File: config.mk
export PLATFORM = sky130hd
export DESIGN_NAME = dma_top
export DESIGN_NICKNAME = d
export VERILOG_FILES = /design/src/dma_bus_pkg.sv /design/src/dma_status_pkg.sv /design/src/fdc_emulator.sv /design/src/acsi_collector.sv /design/src/dma_register_file.sv /design/src/dma_top.sv
export SDC_FILE = /design/constraint.sdc
export NUM_CORES = 1
export LEC_CHECK = 0
export BUFFER_PORTS_ARGS = -buffer_cell sky130_fd_sc_hd__buf_4
export CAP_MARGIN = 20
export CORE_ASPECT_RATIO = 0.9
export CORE_MARGIN = 2
export CORE_UTILIZATION = 65
export DETAILED_ROUTE_END_ITERATION = 10
export PLACE_DENSITY = 0.87
export RECOVER_POWER = 25
export SKIP_CTS_REPAIR_TIMING = 1
export SYNTH_ARGS = -nofsm -noshare
export SYNTH_HDL_FRONTEND = slang
export SYNTH_SLANG_ARGS = --single-unit
File: constraint.sdc
create_clock -name clk -period 4.5 [get_ports clk]
set_clock_uncertainty 0.05 [all_clocks]
set_input_delay 1.125 -clock clk [delete_from_list [all_inputs] [get_ports clk]]
set_output_delay 1.125 -clock clk [all_outputs]
set_load 0.005 [all_outputs]
File: src/dma_bus_pkg.sv
`default_nettype none

package dma_bus_pkg;

	// cpu side register window
	typedef logic [2:0] reg_addr_t;
	typedef logic [15:0] cpu_word_t;

	// controller access / sector count
	localparam reg_addr_t ADDR_CTRL = 3'd2;
	// mode on write, dma status on read
	localparam reg_addr_t ADDR_MODE = 3'd3;
	localparam reg_addr_t ADDR_BASE_HI = 3'd4;
	localparam reg_addr_t ADDR_BASE_MID = 3'd5;
	localparam reg_addr_t ADDR_BASE_LO = 3'd6;

	// mode bits 4..1, msb first
	typedef struct packed {
		logic sel_count;
		logic sel_acsi;
		// upper bit doubles as acsi further-byte flag
		logic [1:0] reg_sel;
	} dma_mode_t;

	// one cpu bus cycle
	typedef struct packed {
		logic sel;
		logic rw;
		logic lds;
		reg_addr_t addr;
		cpu_word_t din;
	} cpu_req_t;

	// decoded floppy register write
	typedef struct packed {
		logic valid;
		logic [1:0] reg_sel;
		logic [7:0] data;
	} fdc_wr_t;

	// decoded acsi byte write
	typedef struct packed {
		logic valid;
		logic first;
		logic [7:0] data;
	} acsi_wr_t;

endpackage

`default_nettype wire

File: src/dma_status_pkg.sv
`default_nettype none

package dma_status_pkg;

	typedef logic [7:0] byte_t;
	typedef logic [7:0] track_t;
	typedef logic [15:0] motor_count_t;

	// motor keeps spinning this many cycles after a command
	localparam motor_count_t MOTOR_TIME = 16'hffff;
	// parameter bytes after the acsi command byte
	localparam int ACSI_PARMS = 5;

	// floppy busy sequencer
	typedef enum logic [1:0] {
		FDC_IDLE = 2'd0,
		FDC_FINISH = 2'd1,
		FDC_COUNT = 2'd2,
		FDC_WAIT_IO = 2'd3
	} fdc_busy_e;

	// floppy controller state as seen by the register file
	typedef struct packed {
		byte_t cmd;
		track_t track;
		byte_t sector;
		byte_t data;
		byte_t status_byte;
		logic busy;
		logic irq;
	} fdc_status_t;

	// acsi command as collected so far
	typedef struct packed {
		logic [2:0] target;
		logic [4:0] cmd;
		byte_t [ACSI_PARMS-1:0] parms;
		logic busy;
		logic irq;
	} acsi_status_t;

endpackage

`default_nettype wire

File: src/fdc_emulator.sv
`timescale 1ns/1ps
`default_nettype none

module fdc_emulator import dma_bus_pkg::*, dma_status_pkg::*; (
	input logic clk,
	input logic reset,
	input fdc_wr_t wr,
	input logic status_rd,
	input logic io_done,
	input logic wr_prot,
	output fdc_status_t fdc
);

	byte_t cmd;
	track_t track;
	byte_t sector;
	byte_t data;
	// 1 = stepping towards higher tracks
	logic step_dir;
	motor_count_t motor;
	fdc_busy_e busy;
	logic irq;

	logic track0;
	logic motor_on;

	assign track0 = (track == 8'd0);
	assign motor_on = (motor != 16'd0);

	always_ff @(posedge clk) begin
		if (reset) begin
			cmd <= 8'd0;
			track <= 8'd0;
			sector <= 8'd0;
			data <= 8'd0;
			step_dir <= 1'b0;
			motor <= 16'd0;
			busy <= FDC_IDLE;
			irq <= 1'b0;
		end else begin
			// busy phase runs down unless parked for the io controller
			case (busy)
				FDC_COUNT: busy <= FDC_FINISH;
				FDC_FINISH: begin
					irq <= 1'b1;
					busy <= FDC_IDLE;
				end
				FDC_WAIT_IO: begin
					if (io_done)
						busy <= FDC_FINISH;
				end
				default: busy <= FDC_IDLE;
			endcase

			if (motor_on)
				motor <= motor - 16'd1;

			// status read acks the irq
			if (status_rd)
				irq <= 1'b0;

			if (wr.valid) begin
				case (wr.reg_sel)
					2'd0: begin
						cmd <= wr.data;
						// new command restarts the sequence
						busy <= FDC_COUNT;
						// type I and type II spin up the motor
						if (!wr.data[7] || (wr.data[7:6] == 2'b10))
							motor <= MOTOR_TIME;
						casez (wr.data[7:4])
							// restore
							4'b0000: track <= 8'd0;
							// seek to the track in the data register
							4'b0001: track <= data;
							// step in last direction
							4'b0011: track <= step_dir ? track + 8'd1 : track - 8'd1;
							4'b0101: begin
								step_dir <= 1'b1;
								track <= track + 8'd1;
							end
							4'b0111: begin
								step_dir <= 1'b0;
								track <= track - 8'd1;
							end
							// read sector, io controller does the work
							4'b100?: busy <= FDC_WAIT_IO;
							// write sector unless disk is protected
							4'b101?: begin
								if (!wr_prot)
									busy <= FDC_WAIT_IO;
							end
							// force interrupt, straight to the end
							4'b1101: busy <= FDC_FINISH;
							default: ;
						endcase
					end
					2'd1: track <= wr.data;
					2'd2: sector <= wr.data;
					default: data <= wr.data;
				endcase
			end
		end
	end

	// track0 only reported for type I commands
	assign fdc.status_byte = {motor_on, wr_prot, 3'b000, !cmd[7] && track0, 1'b0,
		busy != FDC_IDLE};
	assign fdc.cmd = cmd;
	assign fdc.track = track;
	assign fdc.sector = sector;
	assign fdc.data = data;
	assign fdc.busy = (busy != FDC_IDLE);
	assign fdc.irq = irq;

endmodule

`default_nettype wire

File: src/acsi_collector.sv
`timescale 1ns/1ps
`default_nettype none

module acsi_collector import dma_bus_pkg::*, dma_status_pkg::*; (
	input logic clk,
	input logic reset,
	input acsi_wr_t wr,
	input logic status_rd,
	input logic io_done,
	input byte_t acsi_enable,
	output acsi_status_t acsi
);

	logic [2:0] target;
	logic [4:0] cmd;
	// index of next parameter byte
	logic [2:0] byte_cnt;
	byte_t [ACSI_PARMS-1:0] parms;
	logic busy;
	logic irq;

	always_ff @(posedge clk) begin
		if (reset) begin
			target <= 3'd0;
			cmd <= 5'd0;
			byte_cnt <= 3'd0;
			parms <= '0;
			busy <= 1'b0;
			irq <= 1'b0;
		end else begin
			// io controller finished the transfer
			if (io_done && busy) begin
				busy <= 1'b0;
				irq <= 1'b1;
			end

			// any status access acks, a new byte below may set it again
			if (status_rd)
				irq <= 1'b0;

			if (wr.valid) begin
				if (wr.first) begin
					// command byte, target in top three bits
					target <= wr.data[7:5];
					cmd <= wr.data[4:0];
					byte_cnt <= 3'd0;
					if (acsi_enable[wr.data[7:5]])
						irq <= 1'b1;
				end else begin
					if (byte_cnt < 3'(ACSI_PARMS))
						parms[byte_cnt] <= wr.data;
					byte_cnt <= byte_cnt + 3'd1;
					// disabled targets never answer
					if (acsi_enable[target]) begin
						// ack all but the last parameter ourselves
						if (byte_cnt < 3'(ACSI_PARMS - 1))
							irq <= 1'b1;
						else
							busy <= 1'b1;
					end
				end
			end
		end
	end

	assign acsi.target = target;
	assign acsi.cmd = cmd;
	assign acsi.parms = parms;
	assign acsi.busy = busy;
	assign acsi.irq = irq;

endmodule

`default_nettype wire

File: src/dma_register_file.sv
`timescale 1ns/1ps
`default_nettype none

module dma_register_file import dma_bus_pkg::*, dma_status_pkg::*; (
	input logic clk,
	input logic reset,
	input cpu_req_t req,
	input logic dio_ack,
	input logic [4:0] dio_idx,
	input logic drv_side,
	input logic [1:0] drv_sel,
	input fdc_status_t fdc,
	input acsi_status_t acsi,
	output fdc_wr_t fdc_wr,
	output acsi_wr_t acsi_wr,
	output logic fdc_status_rd,
	output logic acsi_status_rd,
	output logic io_done,
	output cpu_word_t dout,
	output logic irq,
	output byte_t dio_data
);

	dma_mode_t mode;
	// index 2 is the high byte
	byte_t [2:0] base;
	byte_t scnt;
	logic [1:0] ack_sync;

	logic cpu_wr;
	logic cpu_rd;
	logic ctrl_wr;
	logic ctrl_sel;

	assign cpu_wr = req.sel && !req.rw;
	assign cpu_rd = req.sel && req.rw;
	// byte write to the controller access register
	assign ctrl_wr = cpu_wr && !req.lds && (req.addr == ADDR_CTRL);
	// controller access only when sector count is not selected
	assign ctrl_sel = (req.addr == ADDR_CTRL) && !mode.sel_count;

	assign fdc_wr.valid = ctrl_wr && !mode.sel_count && !mode.sel_acsi;
	assign fdc_wr.reg_sel = mode.reg_sel;
	assign fdc_wr.data = req.din[7:0];

	assign acsi_wr.valid = ctrl_wr && !mode.sel_count && mode.sel_acsi;
	assign acsi_wr.first = !mode.reg_sel[1];
	assign acsi_wr.data = req.din[7:0];

	assign fdc_status_rd = cpu_rd && ctrl_sel && !mode.sel_acsi && (mode.reg_sel == 2'd0);
	// reads and writes both count as status access
	assign acsi_status_rd = req.sel && ctrl_sel && mode.sel_acsi;

	// rising edge of the synchronized ack
	assign io_done = ack_sync[0] && !ack_sync[1];

	always_ff @(posedge clk) begin
		if (reset) begin
			mode <= '0;
			base <= '0;
			scnt <= 8'd0;
			ack_sync <= 2'b00;
		end else begin
			ack_sync <= {ack_sync[0], dio_ack};
			// all sectors moved
			if (io_done)
				scnt <= 8'd0;
			if (cpu_wr) begin
				// mode takes the whole word, lds not checked
				if (req.addr == ADDR_MODE)
					mode <= req.din[4:1];
				if (ctrl_wr && mode.sel_count)
					scnt <= req.din[7:0];
				if (!req.lds) begin
					case (req.addr)
						ADDR_BASE_HI: base[2] <= req.din[7:0];
						ADDR_BASE_MID: base[1] <= req.din[7:0];
						ADDR_BASE_LO: base[0] <= req.din[7:0];
						default: ;
					endcase
				end
			end
		end
	end

	assign irq = fdc.irq || acsi.irq;

	// cpu read mux
	always_comb begin
		dout = 16'h0000;
		if (cpu_rd) begin
			case (req.addr)
				ADDR_CTRL: begin
					if (mode.sel_count)
						dout = {8'h00, scnt};
					else if (mode.sel_acsi)
						dout = {8'h00, 4'b0000, acsi.busy, 3'b000};
					else begin
						case (mode.reg_sel)
							2'd0: dout = {8'h00, fdc.status_byte};
							2'd1: dout = {8'h00, fdc.track};
							2'd2: dout = {8'h00, fdc.sector};
							default: dout = {8'h00, fdc.data};
						endcase
					end
				end
				// dma status, bit 0 is dma ok
				ADDR_MODE: dout = {14'd0, scnt != 8'd0, 1'b1};
				ADDR_BASE_HI: dout = {8'h00, base[2]};
				ADDR_BASE_MID: dout = {8'h00, base[1]};
				ADDR_BASE_LO: dout = {8'h00, base[0]};
				default: dout = 16'h0000;
			endcase
		end
	end

	// status port towards the io controller
	always_comb begin
		case (dio_idx)
			5'd0: dio_data = base[2];
			5'd1: dio_data = base[1];
			5'd2: dio_data = base[0];
			5'd3: dio_data = scnt;
			5'd4: dio_data = fdc.cmd;
			5'd5: dio_data = fdc.track;
			5'd6: dio_data = fdc.sector;
			5'd7: dio_data = fdc.data;
			5'd8: dio_data = {3'b000, acsi.busy, drv_sel, drv_side, fdc.busy};
			5'd9: dio_data = {acsi.target, acsi.cmd};
			5'd10: dio_data = acsi.parms[0];
			5'd11: dio_data = acsi.parms[1];
			5'd12: dio_data = acsi.parms[2];
			5'd13: dio_data = acsi.parms[3];
			5'd14: dio_data = acsi.parms[4];
			default: dio_data = 8'h00;
		endcase
	end

endmodule

`default_nettype wire

File: src/dma_top.sv
`timescale 1ns/1ps
`default_nettype none

module dma_top import dma_bus_pkg::*, dma_status_pkg::*; (
	input logic clk,
	input logic reset,
	// cpu register port
	input logic [15:0] din,
	input logic sel,
	input logic [2:0] addr,
	input logic lds,
	input logic rw,
	output logic [15:0] dout,
	// to the mfp
	output logic irq,
	// system config
	input logic fdc_wr_prot,
	input logic [7:0] acsi_enable,
	// io controller status port
	input logic [4:0] dio_idx,
	output logic [7:0] dio_data,
	input logic dio_ack,
	// drive select from the psg
	input logic drv_side,
	input logic [1:0] drv_sel
);

	cpu_req_t req;
	fdc_wr_t fdc_wr;
	acsi_wr_t acsi_wr;
	fdc_status_t fdc;
	acsi_status_t acsi;
	logic fdc_status_rd;
	logic acsi_status_rd;
	logic io_done;

	assign req = '{sel: sel, rw: rw, lds: lds, addr: addr, din: din};

	dma_register_file u_regs (
		.clk(clk), .reset(reset), .req(req), .dio_ack(dio_ack), .dio_idx(dio_idx),
		.drv_side(drv_side), .drv_sel(drv_sel), .fdc(fdc), .acsi(acsi),
		.fdc_wr(fdc_wr), .acsi_wr(acsi_wr), .fdc_status_rd(fdc_status_rd),
		.acsi_status_rd(acsi_status_rd), .io_done(io_done), .dout(dout),
		.irq(irq), .dio_data(dio_data)
	);

	fdc_emulator u_fdc (
		.clk(clk), .reset(reset), .wr(fdc_wr), .status_rd(fdc_status_rd),
		.io_done(io_done), .wr_prot(fdc_wr_prot), .fdc(fdc)
	);

	acsi_collector u_acsi (
		.clk(clk), .reset(reset), .wr(acsi_wr), .status_rd(acsi_status_rd),
		.io_done(io_done), .acsi_enable(acsi_enable), .acsi(acsi)
	);

endmodule

`default_nettype wire

==> results, run 1 <==
- The pre-antenna-repair detailed-routing pass consisted of 6 iterations.
- The DRC violations left is 0.
- After layout, the design draws a total of 0.00350 W.
- The die width is 121 um.
- The number of global-route vias before repair came to 6841.
- Static timing analysis puts the maximum clock frequency at 0.243 GHz.
- The worst setup path is captured at an output port.
- The worst setup path is launched from an input pin.
- The number of cells in the design after placement is 1096.
- Walking the worst path, the cells encountered are buf_4 > or4b_2 > nor2_1 > a22oi_1 > nand3_1 > or3_1 > buf_4.
- Leaving out fill and tap cells, the most frequent cells in the layout are dfxtp_1, nor2_1, nand2_1, mux2i_1, a21oi_1.
- In this run the register-to-register setup slack is 1620 ps.
- The number of fill cells is 914.
- The final number of hold-violating endpoints is 0.
- The critical path starts at dio_idx[4].
- Of all nets on the critical path, the largest fanout is 11.
- After synthesis, the largest family of logic cells by area is simple AND/OR/NAND/NOR gates.
- The highest cell delay on the worst timing path is 770 ps.
- The CTS sink count is 143.
- The largest vdd supply drop is 0.000344 V.
- The floorplan core area is 12000 um2.
- The number of CTS-inserted buffers is 17.
- The pin count of the biggest net entering global routing is 53.
- The setup TNS is 0 ps.
- The count of state elements after synthesis is 143.
- Clock tree synthesis selected as its root buffer the cell clkbuf_16.
- The number of primary I/O pins is 67.
- Setup repair after global routing left no endpoint under its margin.
- The analysis attributes to cell leakage a power of 3.50 nW.
- By startpoint and endpoint, the worst setup path is classified as input pin to output port.
- Setup violations remaining at the end of the flow were counted as 0.
- Summing the areas of all compound-gate instances in the mapped netlist gives 17.4% of the synthesized area.
- Leaving out fill and tap cells, the most frequent cell in the layout is dfxtp_1.
- The tightest min-delay check is of the register to register type.
- The netlist area before placement is 7950 um2.
- The H-tree generated during clock tree synthesis spans 4 levels.
- The checks that failed: capacitance limit, slew limit.
- The synthesized netlist devotes 0.945% of its cell area to adder and majority cells.
- In the synthesized netlist the async set-or-reset flop fraction comes to 0%.
- The transition time at the pin with the least slew margin is 2420 ps.
- The worst register-to-register path ends at u_acsi.acsi[25].
- The share of synthesized area spent on multiplexers is 14.2%.
- A synthesized cell averages 8.35 um2.
- The synthesized instance count is 952.
- The cell that appears most often on the critical path is buf_4.
- The number of nets with antenna violations after detailed routing is 0.
- Routability-driven placement finished with a final weighted congestion of 1.01.
- The slowest cell on the critical path is or4b_2.
- The worst register-to-register path begins at u_regs.fdc_wr[9].
- Among cell families on the critical path, the largest total delay comes from simple AND/OR/NAND/NOR gates.
- Max-cap violations in this run came to 1.
- Once the floorplan was initialized, standard cells occupied 66.3% of the core.
- The number of antenna violations at the first check in global routing is 0.
- Summing the sequential cell areas from Yosys gives 36.0% of the chip area.
- The run finished, with violations left.
- The total count of max-transition violations in the final report came to 53.
- The synthesized netlist devotes 24.4% of its cell area to simple gates.
- The final period demand of the worst path is 4120 ps.
- Final hold analysis gives a worst-case slack of 402 ps.
- The post-route non-filler standard cell count is 1128.
- The number of antenna diodes is 0.
- Row generation in the floorplan step produced 38 rows.
- The data required time of the worst path is 3320 ps.
- The count of input and output buffers is 50.
- The first-pass GRT wire length is 37.5 mm.
- The count of distinct cell types in the synthesized netlist is 84.
- For the worst flop-to-flop path, the logic depth is 5.
- The number of flops mapped to enable cells by yosys is 0.
- The final period utilization is 91.6%.
- The final-stage net count is 1003.
- The flip-flop cell with the highest count after synthesis is dfxtp_1.
- The critical path crosses 7 cells after its start point.
- Headroom to the max-slew limit came out at -61.2%.
- The routed wire length is 24.5 mm.
- The TritonCTS clock tree is yes.
- The routed length per instance is 21.7 um.
- Summed over all layers, the global routing overflow is 0.
- In the global route stage, overall resource usage came out at 37.5%.
- The clock passes through at most 2 buffers.
- The later pin in the worst-skew pair is clocked with a latency of 430 ps.
- In this run the vertical extent of the chip is 109 um.
- The number of buffer and inverter stages on the critical path is 2.
- Across all layers, the routed design uses 7616 vias.
- The layout overhead on the synthesized area is 11.8%.
- Yosys printed 0 warnings.
- After clock tree synthesis, the clock-pin slew on the worst setup and hold paths is 60 ps.
- The HPWL after detailed placement is 16.8 mm.
- Of the cells placed in the final design, the portion with a size suffix greater than 1 is 13.5%.
- The post-synthesis share of cell area spent on xor and xnor gates is 1.54%.
- The critical path ends at dio_data[2].
- The total power per unit cell area is 394 nW/um2.
- In this run, the number of DRC markers left after iteration 0 of detailed routing was 1233.
- The endpoint arrival time on the critical path is 2950 ps.
- The average vias per placed instance is 6.75.
- The overall die area is 13100 um2.
power breakdown:
part           internal, W  switching (W)
Combinational     0.000253       0.000355
Clock             0.000940       0.000567
Sequential         0.00132      0.0000593
Total              0.00252       0.000981
worst register-to-register path: cells and delay by family, from the launching register on:
kind,cells,cell delay [ps]
muxes,1,350
DFF,1,670
and+or+nand+nor,4,1660
layer usage:
layer | vias to the layer above | track usage [%] | wire length (um)
met4 | 0 | 16.9 | 1060
met1 | 3554 | 52.1 | 9890
met3 | 101 | 9.36 | 3100
met5 | - | 0 | 0
li1 | 3436 | - | -
met2 | 525 | 55.3 | 10400
flip-flops by register name (all words and copies together), names as in the netlist:
register,count
u_acsi.acsi,40
u_regs.base,24
u_regs.ack_sync,2
u_fdc.sector,8
u_fdc.motor,16
u_regs.fdc_wr,2
u_fdc.busy,2
u_acsi.irq,1
u_fdc.cmd,8
u_regs.mode,2
u_acsi.busy,1
u_fdc.step_dir,1
u_fdc.irq,1
u_fdc.track,8
u_fdc.data,8
u_acsi.cmd,5
u_regs.scnt,8
u_acsi.target,3
u_acsi.byte_cnt,3
cell usage after synthesis (all sizes together) (14+ instances only):
master	count	area, um2
nand3	34	193
buf	21	133
nor3	14	91.3
clkbuf	63	236
inv	16	60.1
a22oi	33	248
dfxtp	143	2860
a21oi	77	389
nand2	98	368
nor2b	17	106
o21ai	30	150
mux2i	89	891
nor2	116	452
per-stage QoR:
stage / instance area (um2) / setup slack (ps) / utilization [%]
6_report: 8880 / 378 / 74.1
5_1_grt: 8880 / 355 / 74.1
4_1_cts: 8890 / 440 / 74.2
3_5_place_dp: 8260 / 439 / 68.9
3_3_place_gp: 8260 / 465 / 68.9
2_1_floorplan: 7970 / 760 / -
worst min path at each step:
stage | startpoint | end | slack (ps) | cells after the start
finish | u_acsi.acsi[8] | u_acsi.acsi[8] | 400 | 2
global route | u_acsi.acsi[8] | u_acsi.acsi[8] | 420 | 2
CTS | u_acsi.acsi[8] | u_acsi.acsi[8] | 400 | 2
detailed placement | u_acsi.acsi[8] | u_acsi.acsi[8] | 400 | 2
global placement | u_acsi.acsi[8] | u_acsi.acsi[8] | 390 | 2
floorplan | u_acsi.acsi[7] | u_acsi.acsi[7] | 380 | 2
layout make-up:
| cell class | count | area (um2) | area share, % |
|---|---|---|---|
| Inverter | 16 | 60.1 | 0.676 |
| Sequential cell | 143 | 2860 | 32.2 |
| Multi-Input combinational cell | 716 | 4680 | 52.7 |
| Clock buffer | 18 | 439 | 4.94 |
| Tap cell | 160 | 200 | 2.25 |
| Timing Repair Buffer | 61 | 449 | 5.06 |
| Clock inverter | 14 | 191 | 2.16 |
logic make-up (layout without fill, tap and decap cells):
logic type,Yosys count,count (layout)
adder cells (fa/ha/maj),6,6
AO/OA/AOI/OAI,213,213
AND/OR/NAND/NOR,371,371
other,1,8
multiplexers,104,104
buffers and inverters,100,109
XOR/XNOR,14,14
flip-flops,143,143
Note: power is estimated with default switching activity, not from simulation.
==> run 2, diff against run 1 <==
Settings changed: CORE_UTILIZATION 65 to 26, PLACE_DENSITY 0.87 to 0.42.
Clock period 4.5 ns to 4.6 ns, I/O delays scaled along.
==> results, run 2 (same netlist as run 1, synthesis figures left out) <==
- The worst hold endpoint is u_acsi.acsi[5].
- The largest fanout of any net on the critical path is 17 (+6).
- The number of cells in the design after placement came to 1342 (+22%).
- The post-route non-filler standard cell count is 1374 (+22%).
- The setup slack after layout is 369 ps (-9.52 ps).
- The highest cell delay on the worst timing path is 530 ps (-240 ps).
- The final-stage net count was 1006 (+0.30%).
- The highest achievable clock rate is 0.236 GHz.
- The effective utilization at floorplan came to 26.5% (-40 points).
- The overall die area is 32000 um2 (+140%).
- The total count of max-transition violations in the final report was 58 (+9.4%).
- The routed length per instance is 21.5 um (-0.77%).
- The total power per unit cell area is 362 nW/um2 (-8.1%).
- The largest buffer count on any clock path is 2 (unchanged).
- In the finished design, the share of the clock period the worst path needs comes to 92.0%.
- The routed wire length is 29.6 mm (+21%).
- The final period demand of the worst path is 4230 ps.
- The number of primary I/O pins came to 67 (unchanged).
- The die width is 188 um (+56%).
- The number of nets with antenna violations after detailed routing was 0 (unchanged).
- The most common cell after layout, fill and taps aside is dfxtp_1.
- The HPWL after detailed placement is 21.0 mm (+25%).
- The relative slew slack is -95.1% (-34 points).
- The worst setup path is launched from an input pin.
- The max-cap check violation count is 1 (unchanged).
- The number of cells traversed by the worst hold path is 2 (unchanged).
- The total congestion overflow is 0 (unchanged).
- The root cell of the clock tree is clkbuf_16.
- The worst slack on hold paths is 403 ps (+0.406 ps).
- The CTS sink count came to 143 (unchanged).
- The cell depth of the worst flop-to-flop path is 5 (unchanged).
- The latest clock arrival within the worst-skew pair is 430 ps (about the same).
- The number of DRC markers after the initial detailed-route iteration came to 597 (-52%).
- The number of endpoints failing setup at the final stage is 0 (unchanged).
- The data required time of the worst path is 3400 ps (+80 ps).
- The flow ran to the end, but the final reports show violations.
- The number of antenna diodes is 0 (unchanged).
- The detailed-routing iteration count for the pre-antenna-repair pass is 5 (-1).
- The slowest cell on the critical path is or3b_2.
- The final number of hold-violating endpoints was 0 (unchanged).
- The overall fraction of global-route tracks in use is 18.8% (-19 points).
- The routability-driven placement congestion ratio is 0.839 (-17%).
- The worst-case setup slack after placement was 455 ps (+15.3 ps).
- The setup TNS is 0 ps (unchanged).
- The number of global-route vias before repair was 6819 (-0.32%).
- The worst setup path is captured at an output port.
- The clock transition at the registers of the reported paths was 70 ps (about the same).
- The reg-to-reg startpoint is u_regs.fdc_wr[9].
- The floorplan core area is 30000 um2 (+150%).
- The reg-to-reg endpoint is u_acsi.acsi[21].
- The first-pass GRT wire length is 44.9 mm (+20%).
- The count of input and output buffers is 50 (unchanged).
- The number of antenna violations at the first check in global routing is 0 (unchanged).
- The fraction of layout cells with a size suffix above 1 came to 13.8% (+0.27 points).
- The worst reg-to-reg setup slack is 1550 ps (-70 ps).
- The TritonCTS clock tree is yes.
- The floorplan row count came to 60 (+58%).
- From synthesis to final layout, the design area changed by 15.1%.
- The detailed-route via count is 7221 (-5.2%).
- The most numerous cell on the critical path is buf_4.
- The worst hold path begins at u_acsi.acsi[5].
- The largest vdd supply drop is 0.000259 V (-25%).
- The average vias per placed instance is 5.26 (-22%).
- The number of flip-flops under the largest register name is 40 (unchanged).
- Setup repair after global routing left no endpoint under its margin.
- The final reports fail on capacitance limit, slew limit.
- The H-tree depth is 4 (unchanged).
- The cell leakage power is 3.48 nW (-0.50%).
- The min-delay analysis places its worst path in the category register to register.
- The number of CTS-inserted buffers was 17 (unchanged).
- The DRC violations left is 0 (unchanged).
- The signal on the critical path passes through buf_4 > or3b_2 > nor2_1 > a22oi_1 > and3_1 > nand3_1 > buf_4.
- The pin count of the biggest net entering global routing is 58 (+9.4%).
- The class of the most critical setup path is input pin to output port.
- The die span in y was 170 um (+56%).
- In the layout the commonest cells are dfxtp_1, nor2_1, nand2_1, mux2i_1, a21oi_1.
- The endpoint arrival time on the critical path came to 3030 ps (+80 ps).
- The transition time at the pin with the least slew margin is 2930 ps (+508 ps).
==> run 2: cell count changes in the layout (fill, tap and decap cells not counted) <==
cell / before / now
a21oi_1: 76 / 77
nor4b_1: 3 / 2
clkinv_4: 3 / 2
bufinv_16: 4 / 0
inv_8: 0 / 3
inv_6: 0 / 4
a21oi_2: 1 / 0
clkinv_2: 3 / 1
nor4b_2: 0 / 1
buf_4: 57 / 60
==> run 2: per-layer routing <==
metal	track usage (%)	vias to the layer above	routed length [um]
li1	-	3443	-
met1	27.4	3546	14500
met2	28.5	202	13100
met3	2.62	30	1430
met4	5.44	0	530
met5	0	-	0
==> run 2: area by class of cell <==
class | count | area, um2
Clock buffer | 18 | 439
Clock inverter | 14 | 121
Fill cell | 3211 | 20800
Inverter | 16 | 60.1
Multi-Input combinational cell | 716 | 4680
Sequential cell | 143 | 2860
Tap cell | 403 | 504
Timing Repair Buffer | 64 | 472
==> run 2: power by group <==
group	switching (W)	internal [W]
Sequential	0.0000561	0.00129
Combinational	0.000353	0.000247
Clock	0.000634	0.000723
Total	0.00104	0.00226
==> run 2: worst max-delay path by stage <==
stage                          start              end  cells after the start
after detailed placement  dio_idx[3]      dio_data[4]                      7
after floorplan           dio_idx[4]      dio_data[2]                      6
after CTS                 dio_idx[3]      dio_data[4]                      7
after global routing           reset  u_acsi.acsi[32]                      3
after global placement    dio_idx[3]      dio_data[4]                      7
final                     dio_idx[3]      dio_data[4]                      7
==> run 2: stage by stage <==
step                      power, W  area, um2  utilization (%)
after global routing       0.00347       9140             30.5
final                      0.00331       9140             30.5
after detailed placement   0.00199       8590             28.7
after CTS                  0.00335       9150             30.6
after floorplan            0.00183       7970                -
after global placement     0.00198       8590             28.7
==> run 2: critical path, delay by kind of cell <==
| kind | cells | cell delay (ps) |
|---|---|---|
| AND/OR/NAND/NOR | 4 | 1330 |
| buffers and inverters | 2 | 340 |
| AO/OA/AOI/OAI | 1 | 190 |
